<file path="src/timing_pkg.sv">
package timing_pkg;

   // Base period counter width.
   // The counter runs modulo the programmed period.
   localparam int sample_period_wi = 8;

   // Width of each downsample period.
   localparam int dsample_wi = 8;

   // Number of downsample branches in the sampler.
   localparam int ds_branches = 3;

   // Start value of every downsample counter.
   // A counter that starts at 1 reads its strobe high out of reset, so the
   // first base strobe also ends the first downsample period.
   localparam int ds_reset_count = 1;

   // Period value treated as the shortest legal base period.
   localparam int min_sample_period = 1;

endpackage

</file>
<file path="src/acq_pkg.sv">
package acq_pkg;

   // Sample word as delivered by the ADC.
   localparam int adc_wi = 16;

   // Accumulator widths per branch.
   // Each adds headroom over adc_wi for the longest expected dump period.
   localparam int acc0_wi = 24;
   localparam int acc1_wi = 28;
   localparam int acc2_wi = 32;

   // Signed two's complement ADC word.
   typedef logic signed [adc_wi-1:0] adc_word_t;

   // Branch 0 accumulator, up to 256 full-scale samples.
   typedef logic signed [acc0_wi-1:0] acc0_t;

   // Branch 1 accumulator.
   typedef logic signed [acc1_wi-1:0] acc1_t;

   // Branch 2 accumulator.
   typedef logic signed [acc2_wi-1:0] acc2_t;

endpackage

</file>
<file path="src/sample_strobe_if.sv">
`timescale 1ns/100ps

interface sample_strobe_if;

   logic sample;   // One-cycle base strobe.
   logic ds0_stb;  // Downsample levels, high while count is 1.
   logic ds1_stb;
   logic ds2_stb;

   // Sampler side drives every strobe.
   modport sampler (
      output sample, ds0_stb, ds1_stb, ds2_stb
   );

   // Decimators only listen.
   modport dec (
      input sample, ds0_stb, ds1_stb, ds2_stb
   );

endinterface

</file>
<file path="src/multi_sampler.sv">
`timescale 1ns/100ps

module multi_sampler
   import timing_pkg::*;
#(
   parameter int sample_period_wi = timing_pkg::sample_period_wi,
   parameter int dsample_wi       = timing_pkg::dsample_wi,
   parameter bit dsample0_en      = 1'b1,
   parameter bit dsample1_en      = 1'b1,
   parameter bit dsample2_en      = 1'b1
) (
   input  logic                        clk,
   input  logic                        rst_n,
   input  logic                        enable,
   input  logic                        ext_trig,
   input  logic [sample_period_wi-1:0] sample_period,
   input  logic [dsample_wi-1:0]       dsample0_period,
   input  logic [dsample_wi-1:0]       dsample1_period,
   input  logic [dsample_wi-1:0]       dsample2_period,
   sample_strobe_if.sampler            strobes
);

   localparam bit [ds_branches-1:0] ds_en = {dsample2_en, dsample1_en, dsample0_en};

   logic [sample_period_wi-1:0] base_count;
   logic [sample_period_wi-1:0] period_eff;
   logic                        qual_trig;
   logic                        sample_q;

   logic [dsample_wi-1:0]  ds_period [ds_branches];
   logic [ds_branches-1:0] ds_stb;

   assign qual_trig = enable & ext_trig;

   // A zero period would never wrap. Run it as period 1.
   assign period_eff = (sample_period == '0) ?
                       sample_period_wi'(min_sample_period) : sample_period;

   // Base timing. One strobe per period_eff qualified triggers.
   always_ff @(posedge clk) begin
      if (!rst_n) begin
         base_count <= '0;
         sample_q   <= 1'b0;
      end else begin
         sample_q <= qual_trig && (base_count == '0);
         if (qual_trig) begin
            // Compare with >= so a shortened period still wraps at once.
            if (base_count >= period_eff - 1'b1)
               base_count <= '0;
            else
               base_count <= base_count + 1'b1;
         end
      end
   end

   assign ds_period[0] = dsample0_period;
   assign ds_period[1] = dsample1_period;
   assign ds_period[2] = dsample2_period;

   // Downsample counters step on the base strobe only.
   for (genvar i = 0; i < ds_branches; i++) begin : g_ds
      if (ds_en[i]) begin : g_on
         logic [dsample_wi-1:0] ds_count;

         always_ff @(posedge clk) begin
            if (!rst_n) begin
               ds_count <= dsample_wi'(ds_reset_count);
            end else if (sample_q) begin
               if (ds_count == dsample_wi'(1))
                  ds_count <= ds_period[i];  // Reload on the last sample.
               else
                  ds_count <= ds_count - 1'b1;
            end
         end

         assign ds_stb[i] = (ds_count == dsample_wi'(1));
      end else begin : g_off
         assign ds_stb[i] = 1'b0;  // Branch removed.
      end
   end

   assign strobes.sample  = sample_q;
   assign strobes.ds0_stb = ds_stb[0];
   assign strobes.ds1_stb = ds_stb[1];
   assign strobes.ds2_stb = ds_stb[2];

endmodule

</file>
<file path="src/boxcar_decimator.sv">
`timescale 1ns/100ps

module boxcar_decimator
   import acq_pkg::*;
#(
   parameter type acc_t   = logic signed [23:0],
   parameter int  ds_sel  = 0,
   parameter bit  enabled = 1'b1
) (
   input  logic        clk,
   input  logic        rst_n,
   sample_strobe_if.dec strobes,
   input  adc_word_t   adc_data,
   output acc_t        dec_data,
   output logic        dec_valid
);

   if (enabled) begin : g_on
      acc_t acc;
      acc_t sample_ext;
      acc_t dec_data_q;
      logic dec_valid_q;
      logic ds_stb;

      // Pick the downsample strobe this branch follows.
      always_comb begin
         case (ds_sel)
            0:       ds_stb = strobes.ds0_stb;
            1:       ds_stb = strobes.ds1_stb;
            default: ds_stb = strobes.ds2_stb;
         endcase
      end

      assign sample_ext = acc_t'(adc_data);  // Sign extends, adc_data is signed.

      // Accumulate on base strobes, dump at the end of the period.
      always_ff @(posedge clk) begin
         if (!rst_n) begin
            acc         <= '0;
            dec_data_q  <= '0;
            dec_valid_q <= 1'b0;
         end else begin
            dec_valid_q <= 1'b0;
            if (strobes.sample) begin
               if (ds_stb) begin
                  // Last sample goes straight into the output sum.
                  dec_data_q  <= acc + sample_ext;
                  acc         <= '0;
                  dec_valid_q <= 1'b1;
               end else begin
                  acc <= acc + sample_ext;
               end
            end
         end
      end

      assign dec_data  = dec_data_q;   // Held until the next dump.
      assign dec_valid = dec_valid_q;
   end else begin : g_off
      // No accumulator in a removed branch.
      assign dec_data  = '0;
      assign dec_valid = 1'b0;
   end

endmodule

</file>
<file path="src/acq_top.sv">
`timescale 1ns/100ps

module acq_top
   import timing_pkg::*;
   import acq_pkg::*;
#(
   parameter int sample_period_wi = timing_pkg::sample_period_wi,
   parameter int dsample_wi       = timing_pkg::dsample_wi,
   parameter bit dsample0_en      = 1'b1,
   parameter bit dsample1_en      = 1'b1,
   parameter bit dsample2_en      = 1'b1
) (
   input  logic                        clk,
   input  logic                        rst_n,
   input  logic                        enable,
   input  logic                        ext_trig,
   input  adc_word_t                   adc_data,
   input  logic [sample_period_wi-1:0] sample_period,
   input  logic [dsample_wi-1:0]       dsample0_period,
   input  logic [dsample_wi-1:0]       dsample1_period,
   input  logic [dsample_wi-1:0]       dsample2_period,
   output logic                        sample_out,
   output acc0_t                       dec0_data,
   output logic                        dec0_valid,
   output acc1_t                       dec1_data,
   output logic                        dec1_valid,
   output acc2_t                       dec2_data,
   output logic                        dec2_valid
);

   sample_strobe_if strobes ();

   // Strobe generation from the qualified trigger.
   multi_sampler #(
      .sample_period_wi (sample_period_wi),
      .dsample_wi       (dsample_wi),
      .dsample0_en      (dsample0_en),
      .dsample1_en      (dsample1_en),
      .dsample2_en      (dsample2_en)
   ) u_sampler (
      .clk             (clk),
      .rst_n           (rst_n),
      .enable          (enable),
      .ext_trig        (ext_trig),
      .sample_period   (sample_period),
      .dsample0_period (dsample0_period),
      .dsample1_period (dsample1_period),
      .dsample2_period (dsample2_period),
      .strobes         (strobes.sampler)
   );

   // One decimator per downsample branch.
   boxcar_decimator #(
      .acc_t   (acc0_t),
      .ds_sel  (0),
      .enabled (dsample0_en)
   ) u_dec0 (
      .clk       (clk),
      .rst_n     (rst_n),
      .strobes   (strobes.dec),
      .adc_data  (adc_data),
      .dec_data  (dec0_data),
      .dec_valid (dec0_valid)
   );

   boxcar_decimator #(
      .acc_t   (acc1_t),
      .ds_sel  (1),
      .enabled (dsample1_en)
   ) u_dec1 (
      .clk       (clk),
      .rst_n     (rst_n),
      .strobes   (strobes.dec),
      .adc_data  (adc_data),
      .dec_data  (dec1_data),
      .dec_valid (dec1_valid)
   );

   boxcar_decimator #(
      .acc_t   (acc2_t),
      .ds_sel  (2),
      .enabled (dsample2_en)
   ) u_dec2 (
      .clk       (clk),
      .rst_n     (rst_n),
      .strobes   (strobes.dec),
      .adc_data  (adc_data),
      .dec_data  (dec2_data),
      .dec_valid (dec2_valid)
   );

   assign sample_out = strobes.sample;  // Base strobe for downstream logic.

endmodule

</file>
<file path="config.mk">
export PLATFORM = sky130hd
export DESIGN_NAME = acq_top
export DESIGN_NICKNAME = d
export VERILOG_FILES = /design/src/timing_pkg.sv /design/src/acq_pkg.sv /design/src/sample_strobe_if.sv /design/src/multi_sampler.sv /design/src/boxcar_decimator.sv /design/src/acq_top.sv
export SDC_FILE = /design/constraint.sdc
export NUM_CORES = 1
export LEC_CHECK = 0
export ABC_CLOCK_PERIOD_IN_PS = 6000
export BUFFER_PORTS_ARGS = -buffer_cell sky130_fd_sc_hd__buf_2
export CAP_MARGIN = 20
export CORE_MARGIN = 2
export CORE_UTILIZATION = 55
export DETAILED_ROUTE_END_ITERATION = 8
export MAX_ROUTING_LAYER = met4
export PLACE_DENSITY = 0.87
export SYNTH_ARGS = -nofsm -noshare
export SYNTH_HDL_FRONTEND = slang
export SYNTH_SLANG_ARGS = --single-unit
</file>
<file path="constraint.sdc">
create_clock -name clk -period 6 [get_ports clk]
set_clock_uncertainty 0.15 [all_clocks]
set_input_delay 1.2 -clock clk [delete_from_list [all_inputs] [get_ports clk]]
set_output_delay 1.2 -clock clk [all_outputs]
set_load 0.02 [all_outputs]
</file>
==> out/results.md, run 1 <==
| Quantity | This run | Unit |
|:---|:---|:---|
| Cell area after placement | 0.01284 | mm² |
| First-pass GRT wire length | 49.54 | mm |
| Fill cell total of the finished layout | 1764 | - |
| Register bit total from synthesis | 204 | - |
| Relative contribution of combinational cells to total power | 16.6 | % |
| Boundary pin count | 140 | - |
| Most common library cell in the layout ignoring fill and taps | sky130_fd_sc_hd__dfxtp_1 | - |
| Final routed DRC violation total | 0 | - |
| Mean routed wirelength per cell | 16.30 | µm |
| Die X | 151.4 | µm |
| Max H-tree Level | 1 | - |
| Count of final setup violators | 0 | - |
| Number of diodes added for antenna fixing | 0 | - |
| Switching share of total power | 27.68 | % |
| Peak VDD IR | 0.0002163 | V |
| Static leakage power | 6.163 | nW |
| Number of setup buffers added after CTS | 0 | - |
| Critical Path Source Type | primary input | - |
| Clock share of power | 42.4 | % |
| Number of distinct library cells after synthesis | 69 | - |
| Worst-skew pair later-pin latency | 0.52 | ns |
| Setup Total Neg Slack | 0 | ns |
| Arrival time at the worst endpoint | 4.23 | ns |
| Number of buffer cells added on primary ports | 139 | - |
| Core Rows | 53 | - |
| Post-layout util | 64.54 | % |
| Slew headroom | 32.71 | % |
| Critical setup path kind | in -> reg | - |
| Gate Count Post-Synth | 1480 | - |
| Worst reg2reg startpoint | u_dec0.g_on.acc[0]$_SDFFE_PN0P_ | - |
| Grt ovf | 0 | - |
| Global placement routability congestion | 0.9518 | - |
| Storage element area | 0.004084 | mm² |
| Combined area of all synthesized cells | 0.01194 | mm² |
| Startpoint of the most critical setup path | sample_period[3] | - |
| DP HPWL | 22.00 | mm |
| Achievable frequency | 0.2504 | GHz |
| Chip Height | 151.4 | µm |
| Resized cells post-CTS | 0 | - |
| Pwr Density | 257.9 | mW/mm² |
| Total global-route track usage | 27.04 | % |
| Post-synth EDFFs | 0 | - |
| Number of DRC markers after the initial detailed-route iteration | 709 | - |
| Min-Delay Path Class | reg -> reg | - |
| Area overhead of the layout relative to synthesis | 14.30 | % |
| Root Driver | sky130_fd_sc_hd__clkbuf_16 | - |
| Total clock buffers created by CTS | 22 | - |
| Net load switching power | 0.0009748 | W |
| Placeable core region | 0.02115 | mm² |
| Status | complete, no violations | - |
| NumNets Final | 1742 | - |
| Startpoint of the tightest hold check path | u_dec2.dec_data[5]$_SDFFE_PN0P_ | - |
| Internal power | 0.002546 | W |
| First-pass detailed-route iteration total | 5 | - |
| Buffer levels on the longest clock path | 3 | - |
| Vias after detailed routing | 11160 | - |
| YS warnings | 0 | - |
| Antenna-violating nets left | 0 | - |
| Commonest cells after routing, fill and taps aside | 204 x sky130_fd_sc_hd__dfxtp_1, 195 x sky130_fd_sc_hd__nand2_1, 159 x sky130_fd_sc_hd__a21oi_1, 151 x sky130_fd_sc_hd__nor2_1, 139 x sky130_fd_sc_hd__buf_2 | - |
| TritonCTS clock tree | done | - |
| Initial Utilization | 56.46 | % |
| Top fanout value on the critical path | 5 | - |
| Sequential element share of the synthesized area | 34.19 | % |
| CTS sink cnt | 204 | - |
| Clock-pin slew on the worst setup and hold paths | 0.06 | ns |
| Final wirelength | 30.63 | mm |
| Fraction of the cycle the final worst path needs | 66.57 | % |
| Area of the multi-input gates | 0.007440 | mm² |
| RSZ-0062 raised after global routing | no | - |
| Net count after synthesis | 1633 | - |
| Final max-slew violation count | 0 | - |
| Slew at the pin closest to its max-slew limit | 1.009 | ns |
| Number of global-route vias before repair | 10340 | - |
| Initial antenna violation count | 0 | - |
| Count of max-cap constraint violations | 0 | - |
| Post-route minimum period | 3.994 | ns |
| Design area | 0.01365 | mm² |
| Post-detailed-route via-to-cell ratio | 5.938 | - |
| Final hold violations | 0 | - |
| Area of the die | 0.02291 | mm² |
| Hold-fix buffers at CTS | 0 | - |
| Share of power burned in registers | 41.0 | % |
| Largest net degree at the start of global routing | 78 | - |
| Primary flip-flop cell chosen by synthesis mapping | sky130_fd_sc_hd__dfxtp_1 | - |
| Share of final-layout standard cells stronger than drive strength 1 | 13.59 | % |
| Proportion of register bits with asynchronous set or reset after synthesis | 0 | % |
| Data required time at the worst endpoint | 6.24 | ns |
| Setup crit end kind | register | - |
| Avg Inst Size Synth | 8.070 | µm² |
[critical path, stage by stage]
cell                      delay, ns
sky130_fd_sc_hd__buf_2         0.12
sky130_fd_sc_hd__or4_1         0.53
sky130_fd_sc_hd__or3_1         0.33
sky130_fd_sc_hd__nor2_1        0.09
sky130_fd_sc_hd__nor2_1        0.08
sky130_fd_sc_hd__ha_1          0.28
sky130_fd_sc_hd__ha_1          0.27
sky130_fd_sc_hd__a21o_1        0.10
sky130_fd_sc_hd__a21o_1        0.11
sky130_fd_sc_hd__a21o_1        0.11
sky130_fd_sc_hd__a21oi_1       0.05
sky130_fd_sc_hd__o21ai_0       0.29
sky130_fd_sc_hd__nand2_1       0.19
sky130_fd_sc_hd__o21ai_0       0.37
sky130_fd_sc_hd__nor2_1        0.09
[power groups by stage]
stage	Combinational, W	Clock, W	Sequential (W)
after global placement	0.000558	0	0.00147
final	0.000584	0.00149	0.00144
after CTS	0.000579	0.00151	0.00144
after global routing	0.000645	0.00157	0.00145
after floorplan	0.000385	0	0.00150
after detailed placement	0.000573	0	0.00147
[metrics by stage]
stage | std cells | hold WS, ns | setup WS [ns] | power (W)
floorplan | 1480 | 0.2791 | 1.893 | 0.001881
global placement | 1837 | 0.2877 | 1.576 | 0.002030
detailed placement | 1838 | 0.2946 | 1.512 | 0.002046
CTS | 1877 | 0.3033 | 2.026 | 0.003534
global route | 1879 | 0.3266 | 1.703 | 0.003662
finish | 1879 | 0.2995 | 2.006 | 0.003521
[path summary, 6_finish.rpt]
path                                           to  slack (ns)  depth (start not counted)
max reg2reg      u_dec0.g_on.acc[22]$_SDFFE_PN0P_        2.77                         12
min reg2reg       u_dec2.dec_data[5]$_SDFFE_PN0P_        0.30                          2
min               u_dec2.dec_data[5]$_SDFFE_PN0P_        0.30                          2
max          u_sampler.base_count[5]$_SDFFE_PN0P_        2.01                         15
[cell families (layout without fill, tap and decap cells)]
kind of cell,count (synthesis),in the layout,synth area share [%]
xor+xnor,90,90,6.715
flops,204,204,34.19
compound gates,450,450,24.95
buf+inv,115,239,3.614
fa+ha+maj,101,101,10.77
mux,5,5,0.4190
simple gates,515,515,19.34
[per-layer routing]
layer	routed length, µm	vias to the layer above	global-route usage (%)
li1	-	5516	-
met1	13380	5221	33.85
met2	14470	350	44.89
met3	1831	71	3.645
met4	942	0	9.533
met5	0	-	-
[state kept, by name, indices dropped and copies added (netlist names)]
register	count
u_dec0.dec_data	24
u_dec0.dec_valid	1
u_dec0.g_on.acc	24
u_dec1.dec_data	28
u_dec1.dec_valid	1
u_dec1.g_on.acc	28
u_dec2.dec_data	32
u_dec2.dec_valid	1
u_dec2.g_on.acc	32
u_sampler.base_count	8
u_sampler.g_ds.g_on.ds_count	24
u_sampler.strobes.sample	1
[area by class of cell]
| cell class | instances | share of cell area [%] |
|---|---|---|
| sequential | 204 | 29.91 |
| clock inverter | 9 | 1.063 |
| tap | 275 | 2.520 |
| multi-input combinational | 1161 | 54.50 |
| inverter | 48 | 1.338 |
| clock buffer | 30 | 4.775 |
| timing repair buffer | 152 | 5.893 |
[synth_stat cells, types with 21 or more instances]
cell type | n | share of area, %
sky130_fd_sc_hd__o21ai_0 | 54 | 2.3
sky130_fd_sc_hd__inv_1 | 48 | 1.5
sky130_fd_sc_hd__xnor2_1 | 57 | 4.2
sky130_fd_sc_hd__xor2_1 | 32 | 2.3
sky130_fd_sc_hd__nand2_1 | 195 | 6.1
sky130_fd_sc_hd__nand3_1 | 46 | 1.9
sky130_fd_sc_hd__ha_1 | 98 | 10
sky130_fd_sc_hd__a22o_1 | 29 | 2.1
sky130_fd_sc_hd__a21o_1 | 54 | 3.4
sky130_fd_sc_hd__clkbuf_1 | 63 | 2.0
sky130_fd_sc_hd__a21oi_1 | 159 | 6.7
sky130_fd_sc_hd__dfxtp_1 | 204 | 34
sky130_fd_sc_hd__nor3_1 | 21 | 0.88
sky130_fd_sc_hd__a211oi_1 | 25 | 1.6
sky130_fd_sc_hd__nor2_1 | 153 | 4.8
(Power assumes the default switching activity.)
==> inputs of run 2 (changes only) <==
ABC_AREA = 1   (was default)
ABC_CLOCK_PERIOD_IN_PS = 3900   (was 6000)
PLACE_DENSITY = 0.86   (was 0.87)
clock period = 3.9 ns   (was 6 ns; I/O delays follow)
==> out/results.md, run 2 <==
| Quantity | This run | Unit |
|:---|:---|:---|
| Antenna-violating nets left | 0 | - |
| Pwr Density | 339.7 | mW/mm² |
| Critical path cell sequence | buf_2, inv_1, nand2_1, nor3_1, a31o_2, inv_1, ha_1, nand3_1, nor3_1, xor2_1, ha_1, nand2_1, nor2_1, nand4_1, o2111ai_1, nand2_1, nand2_1, nor2_1 | - |
| Share of final-layout standard cells stronger than drive strength 1 | 11.55 | % |
| Post-route worst hold slack | 0.2983 | ns |
| Count of max-cap constraint violations | 0 | - |
| YS warnings | 0 | - |
| Top cells by count, synth | 747 x sky130_fd_sc_hd__nand2_1, 339 x sky130_fd_sc_hd__inv_1, 220 x sky130_fd_sc_hd__nor2_1 | - |
| Arrival time at the worst endpoint | 3.08 | ns |
| Number of distinct library cells after synthesis | 53 | - |
| Number of setup buffers added after CTS | 0 | - |
| Max H-tree Level | 1 | - |
| Critical Path Source Type | primary input | - |
| Total global-route track usage | 31.09 | % |
| Number of DRC markers after the initial detailed-route iteration | 1087 | - |
| Cell area after placement | 0.01505 | mm² |
| Worst-skew pair later-pin latency | 0.54 | ns |
| Commonest cells after routing, fill and taps aside | 747 x sky130_fd_sc_hd__nand2_1, 339 x sky130_fd_sc_hd__inv_1, 220 x sky130_fd_sc_hd__nor2_1, 204 x sky130_fd_sc_hd__dfxtp_1, 148 x sky130_fd_sc_hd__a21oi_1 | - |
| RSZ-0062 raised after global routing | no | - |
| Total clock buffers created by CTS | 23 | - |
| Primary flip-flop cell chosen by synthesis mapping | sky130_fd_sc_hd__dfxtp_1 | - |
| Most common library cell in the layout ignoring fill and taps | sky130_fd_sc_hd__nand2_1 | - |
| Global placement routability congestion | 0.9955 | - |
| Data required time at the worst endpoint | 4.15 | ns |
| Proportion of register bits with asynchronous set or reset after synthesis | 0 | % |
| Number of global-route vias before repair | 13260 | - |
| Core Rows | 58 | - |
| First-pass GRT wire length | 65.71 | mm |
| Hold-fix buffers at CTS | 0 | - |
| Post-layout util | 62.85 | % |
| Avg Inst Size Synth | 6.277 | µm² |
| Initial antenna violation count | 1 | - |
| Xor/xnor share of the synthesized area | 4.001 | % |
| Count of final setup violators | 0 | - |
| Area overhead of the layout relative to synthesis | 11.97 | % |
| Design area | 0.01583 | mm² |
| First-pass detailed-route iteration total | 6 | - |
| Boundary pin count | 140 | - |
| Slew at the pin closest to its max-slew limit | 0.8418 | ns |
| Slew headroom | 43.82 | % |
| Portion of netlist area occupied by mux cells | 0 | % |
| Post-detailed-route via-to-cell ratio | 5.279 | - |
| Worst Setup Slack, final | 1.068 | ns |
| Vias after detailed routing | 14360 | - |
| Fraction of the mapped netlist area in adder cells | 9.100 | % |
| Setup Total Neg Slack | 0 | ns |
| Largest stage delay on the critical path | 0.28 | ns |
| Most frequent cell on the critical path | sky130_fd_sc_hd__nand2_1 | - |
| Achievable frequency | 0.3531 | GHz |
| DP HPWL | 31.48 | mm |
| Family with the most delay on the worst path | simple AND/OR/NAND/NOR gates | - |
| Area of the die | 0.02700 | mm² |
| Placeable core region | 0.02518 | mm² |
| Initial Utilization | 56.13 | % |
| Status | complete, no violations | - |
| Resized cells post-CTS | 0 | - |
| Post-route minimum period | 2.832 | ns |
| Yosys top cell area share | 28.89 | % |
| Final wirelength | 41.03 | mm |
| Mean routed wirelength per cell | 15.08 | µm |
| Clock-pin slew on the worst setup and hold paths | 0.06 | ns |
| Static leakage power | 8.609 | nW |
| Critical setup path kind | in -> reg | - |
| Root Driver | sky130_fd_sc_hd__clkbuf_16 | - |
| Buffer levels on the longest clock path | 3 | - |
| Slack of the worst reg-to-reg path | 1.34 | ns |
| Combined area of all synthesized cells | 0.01413 | mm² |
| Min-Delay Path Class | reg -> reg | - |
| Peak VDD IR | 0.0003609 | V |
| Gate Count Post-Synth | 2252 | - |
| Final hold violations | 0 | - |
| Largest family of logic cells by synthesized area | simple AND/OR/NAND/NOR gates | - |
| Number of buffer and inverter stages on the critical path | 3 | - |
| Chip Height | 164.3 | µm |
| Critical path's slowest cell | sky130_fd_sc_hd__ha_1 | - |
| Largest net degree at the start of global routing | 56 | - |
| CTS sink cnt | 204 | - |
| Top fanout value on the critical path | 8 | - |
| Cell type with the largest total area after synthesis | sky130_fd_sc_hd__dfxtp_1 | - |
| Fraction of the cycle the final worst path needs | 72.61 | % |
| Most numerous cell in the Yosys netlist | sky130_fd_sc_hd__nand2_1 | - |
| Setup crit end kind | register | - |
| Register bit total from synthesis | 204 | - |
| Cell types with the largest area share after synthesis | sky130_fd_sc_hd__dfxtp_1 29%, sky130_fd_sc_hd__nand2_1 20%, sky130_fd_sc_hd__inv_1 9.0%, sky130_fd_sc_hd__ha_1 8.7%, sky130_fd_sc_hd__nor2_1 5.8% | - |
| NumNets Final | 2526 | - |
| Final routed DRC violation total | 0 | - |
| Net count after synthesis | 2405 | - |
| Sequential element share of the synthesized area | 28.89 | % |
| Number of buffer cells added on primary ports | 139 | - |
| Final max-slew violation count | 0 | - |
| Synthesized-area fraction occupied by ao, oa, aoi and oai cells | 11.33 | % |
| Post-synth EDFFs | 0 | - |
| Simple logic cell fraction of the synthesized area | 35.32 | % |
| Fill cell total of the finished layout | 2375 | - |
| Worst setup timing slack at the placement stage | 0.5318 | ns |
| TritonCTS clock tree | done | - |
| Die X | 164.3 | µm |
| Grt ovf | 0 | - |
run 2: cell types whose count changed in the layout (fill, tap and decap cells not counted), sizes merged, moves of 9 or more:
cell    change
o21a        -9
a22oi      -19
nor2b      -14
inv       +308
nand3      +74
or4        -10
and3       -12
nand2     +576
a211oi     -27
xnor2      -33
a22o       -25
a21o       -47
nor2       +81
run 2: report_power, final:
| group | total [W] | switching (W) | internal [W] |
|---|---|---|---|
| Combinational | 0.000930 | 0.000633 | 0.000297 |
| Sequential | 0.00222 | 0.0000526 | 0.00217 |
| Clock | 0.00223 | 0.000926 | 0.00130 |
| Total | 0.00538 | 0.00161 | 0.00376 |
run 2: final cells by class:
class | count | area [µm²] | area share (%)
antenna | 1 | 2.502 | 0.01581
clock buffer | 31 | 645.6 | 4.079
clock inverter | 11 | 123.9 | 0.7827
inverter | 354 | 1334 | 8.428
multi-input combinational | 1640 | 8446 | 53.36
sequential | 204 | 4084 | 25.80
tap | 330 | 412.9 | 2.609
timing repair buffer | 150 | 778.2 | 4.917
run 2: metrics by stage:
stage / std cells / total power, W
6_report: 2721 / 0.005376
5_1_grt: 2721 / 0.005596
3_3_place_gp: 2678 / 0.003153
2_1_floorplan: 2252 / 0.002906
3_5_place_dp: 2678 / 0.003176
4_1_cts: 2720 / 0.005393
run 2: final timing paths:
check | startpoint | end | depth (start not counted)
setup / recovery | sample_period[2] | u_sampler.base_count[1]$_SDFFE_PN0P_ | 18
hold reg to reg | u_dec1.dec_data[23]$_SDFFE_PN0P_ | u_dec1.dec_data[23]$_SDFFE_PN0P_ | 2
setup reg to reg | u_sampler.strobes.sample$_SDFF_PN0_ | u_dec1.dec_data[27]$_SDFFE_PN0P_ | 6
hold / removal | u_dec1.dec_data[23]$_SDFFE_PN0P_ | u_dec1.dec_data[23]$_SDFFE_PN0P_ | 2
run 2: worst reg2reg max path, stage by stage, from the launching register on:
cell and delay [ns]:
sky130_fd_sc_hd__dfxtp_1 0.55, sky130_fd_sc_hd__inv_2 0.33, sky130_fd_sc_hd__nor2_4 0.50, sky130_fd_sc_hd__nand2_2 0.30
sky130_fd_sc_hd__inv_2 0.37, sky130_fd_sc_hd__nand3_1 0.19, sky130_fd_sc_hd__nand2_1 0.09
run 2: kinds of logic after synthesis:
family	count (synthesis)
AO/OA/AOI/OAI	281
XOR/XNOR	62
adder cells (fa/ha/maj)	101
buffers and inverters	408
flip-flops	204
AND/OR/NAND/NOR	1196
run 2: per-layer routing:
| metal | track usage, % | part of all wire (%) | wire length, µm |
|---|---|---|---|
| met3 | 3.359 | 7.2 | 2936 |
| met5 | - | 0 | 0 |
| met1 | 41.62 | 46 | 19000 |
| met2 | 48.97 | 43 | 17790 |
| met4 | 10.57 | 3.2 | 1298 |
==> inputs of run 3 (changes only) <==
ABC_AREA = 0   (was 1)
ABC_CLOCK_PERIOD_IN_PS = 2800   (was 3900)
PLACE_DENSITY = 0.87   (was 0.86)
clock period = 2.8 ns   (was 3.9 ns; I/O delays follow)
==> out/results.md, run 3 (synthesis results as in run 1) <==
| Quantity | This run | Unit |
|:---|:---|:---|
| Final wirelength | 38.32 | mm |
| Global placement routability congestion | 0.9782 | - |
| Arrival time at the worst endpoint | 3.31 | ns |
| Initial Utilization | 56.46 | % |
| Count of max-cap constraint violations | 0 | - |
| RSZ-0062 raised after global routing | yes | - |
| Slew at the pin closest to its max-slew limit | 0.8363 | ns |
| Most common library cell in the layout ignoring fill and taps | sky130_fd_sc_hd__buf_4 | - |
| Fraction of the cycle the final worst path needs | 108.1 | % |
| Final hold violations | 0 | - |
| Die X | 151.4 | µm |
| NumNets Final | 1970 | - |
| Vias after detailed routing | 12890 | - |
| TritonCTS clock tree | done | - |
| Initial antenna violation count | 0 | - |
| First-pass GRT wire length | 57.80 | mm |
| Number of global-route vias before repair | 12240 | - |
| CTS sink cnt | 204 | - |
| Critical setup path kind | in -> reg | - |
| Storage element area | 0.004090 | mm² |
| Final max-slew violation count | 0 | - |
| Post-layout util | 75.03 | % |
| Placeable core region | 0.02115 | mm² |
| Failing checks | negative setup slack | - |
| Hold-fix buffers at CTS | 0 | - |
| Worst Reg-to-Reg Cells | 12 | - |
| Data required time at the worst endpoint | 3.09 | ns |
| Critical Path Source Type | primary input | - |
| Grt ovf | 0 | - |
| Buffer levels on the longest clock path | 3 | - |
| Slack of the worst reg-to-reg path | -0.15 | ns |
| Chip Height | 151.4 | µm |
| Worst-skew pair later-pin latency | 0.52 | ns |
| Share of final-layout standard cells stronger than drive strength 1 | 28.62 | % |
| Largest net degree at the start of global routing | 104 | - |
| Setup crit end kind | register | - |
| Hold Path Cell Cnt | 3 | - |
| Final routed DRC violation total | 0 | - |
| Post-detailed-route via-to-cell ratio | 6.117 | - |
| Commonest cells after routing, fill and taps aside | 234 x sky130_fd_sc_hd__buf_4, 199 x sky130_fd_sc_hd__dfxtp_1, 192 x sky130_fd_sc_hd__nand2_1, 148 x sky130_fd_sc_hd__a21oi_1, 147 x sky130_fd_sc_hd__nor2_1 | - |
| Post-route minimum period | 3.026 | ns |
| Number of buffer cells added on primary ports | 139 | - |
| Total clock buffers created by CTS | 23 | - |
| Non-filler instance count after layout | 2107 | - |
| Area of the multi-input gates | 0.007976 | mm² |
| Fill cell total of the finished layout | 1397 | - |
| Area of the die | 0.02291 | mm² |
| Inst Count DP | 2045 | - |
| Antenna-violating nets left | 0 | - |
| Boundary pin count | 140 | - |
| Mean routed wirelength per cell | 18.19 | µm |
| First-pass detailed-route iteration total | 6 | - |
| Core Rows | 53 | - |
| Slew headroom | 44.04 | % |
| Top fanout value on the critical path | 5 | - |
| DP HPWL | 25.77 | mm |
| Peak VDD IR | 0.0004303 | V |
| Root Driver | sky130_fd_sc_hd__clkbuf_16 | - |
| Min-Delay Path Class | in -> reg | - |
| Achievable frequency | 0.3305 | GHz |
| Total global-route track usage | 31.81 | % |
| Clock-pin slew on the worst setup and hold paths | 0.06 | ns |
| Number of DRC markers after the initial detailed-route iteration | 1168 | - |
| Count of final setup violators | 17 | - |
| Worst Setup Slack, final | -0.2256 | ns |
| Max H-tree Level | 1 | - |
| Status | finished with violations | - |
| Pwr Density | 485.7 | mW/mm² |
| Static leakage power | 7.373 | nW |
| Area overhead of the layout relative to synthesis | 32.88 | % |
| Post-route worst hold slack | 0.1452 | ns |
-- run 3: final cells by class --
cell class                 instances  share of cell area (%)
antenna                            1                 0.01577
clock buffer                      29                   3.894
clock inverter                    10                  0.6780
inverter                          48                   1.175
multi-input combinational       1161                   50.26
sequential                       204                   25.77
tap                              275                   2.168
timing repair buffer             379                   16.04
-- run 3: routing by layer --
metal / up-vias / GRT usage, % / part of all wire, %
met3: 183 / 4.157 / 7.0
li1: 5980 / - / -
met2: 609 / 53.03 / 48
met1: 6117 / 38.11 / 40
met4: 0 / 15.14 / 5.2
met5: - / - / 0
-- run 3: power breakdown --
part	internal, W	total, W	switching [W]	leakage (nW)
logic	0.000683	0.00164	0.000959	5.37
clock network	0.00174	0.00297	0.00123	0.351
registers	0.00302	0.00310	0.0000820	1.65
total	0.00544	0.00771	0.00227	7.37
-- run 3: timing repair --
item / in CTS / in global routing
pin swaps: 34 / 56
endpoints found under the hold margin: 0 / 0
endpoints found under the setup margin: 23 / 70
buffers inserted: 5 / 16
gates resized for setup: 28 / 73
-- run 3: worst paths after layout --
path                                                        from                                              end
worst min register to register  u_dec1.dec_data[19]$_SDFFE_PN0P_                 u_dec1.dec_data[19]$_SDFFE_PN0P_
worst max-delay path                            sample_period[4]             u_sampler.base_count[3]$_SDFFE_PN0P_
worst max register to register   u_dec0.g_on.acc[0]$_SDFFE_PN0P_                 u_dec0.g_on.acc[20]$_SDFFE_PN0P_
worst min-delay path                          dsample0_period[6]  u_sampler.g_ds[0].g_on.ds_count[6]$_SDFFE_PN0P_
-- run 3: worst max-delay path, cell delays in order --
cell                       delay, ns
sky130_fd_sc_hd__buf_6          0.09
sky130_fd_sc_hd__or4_4          0.52
sky130_fd_sc_hd__or3_4          0.36
sky130_fd_sc_hd__nor2_4         0.11
sky130_fd_sc_hd__nor2_4         0.06
sky130_fd_sc_hd__ha_4           0.24
sky130_fd_sc_hd__ha_4           0.23
sky130_fd_sc_hd__a21o_1         0.18
sky130_fd_sc_hd__a21o_1         0.15
sky130_fd_sc_hd__a21o_1         0.16
sky130_fd_sc_hd__a21oi_2        0.14
sky130_fd_sc_hd__o21ai_2        0.10
sky130_fd_sc_hd__nand2_2        0.14
sky130_fd_sc_hd__nand4b_1       0.11
sky130_fd_sc_hd__a21oi_1        0.13
-- run 3: per-stage QoR --
stage	cell area [µm²]	total power, W	setup WS, ns	TNS (ns)
floorplan	12030	0.004039	-0.5425	-4.417
global placement	14490	0.004590	-0.7807	-28.20
detailed placement	14490	0.004644	-0.9239	-36.65
CTS	15380	0.007593	-0.2393	-1.547
global route	15870	0.007969	-0.3437	-4.690
finish	15870	0.007709	-0.2256	-2.021
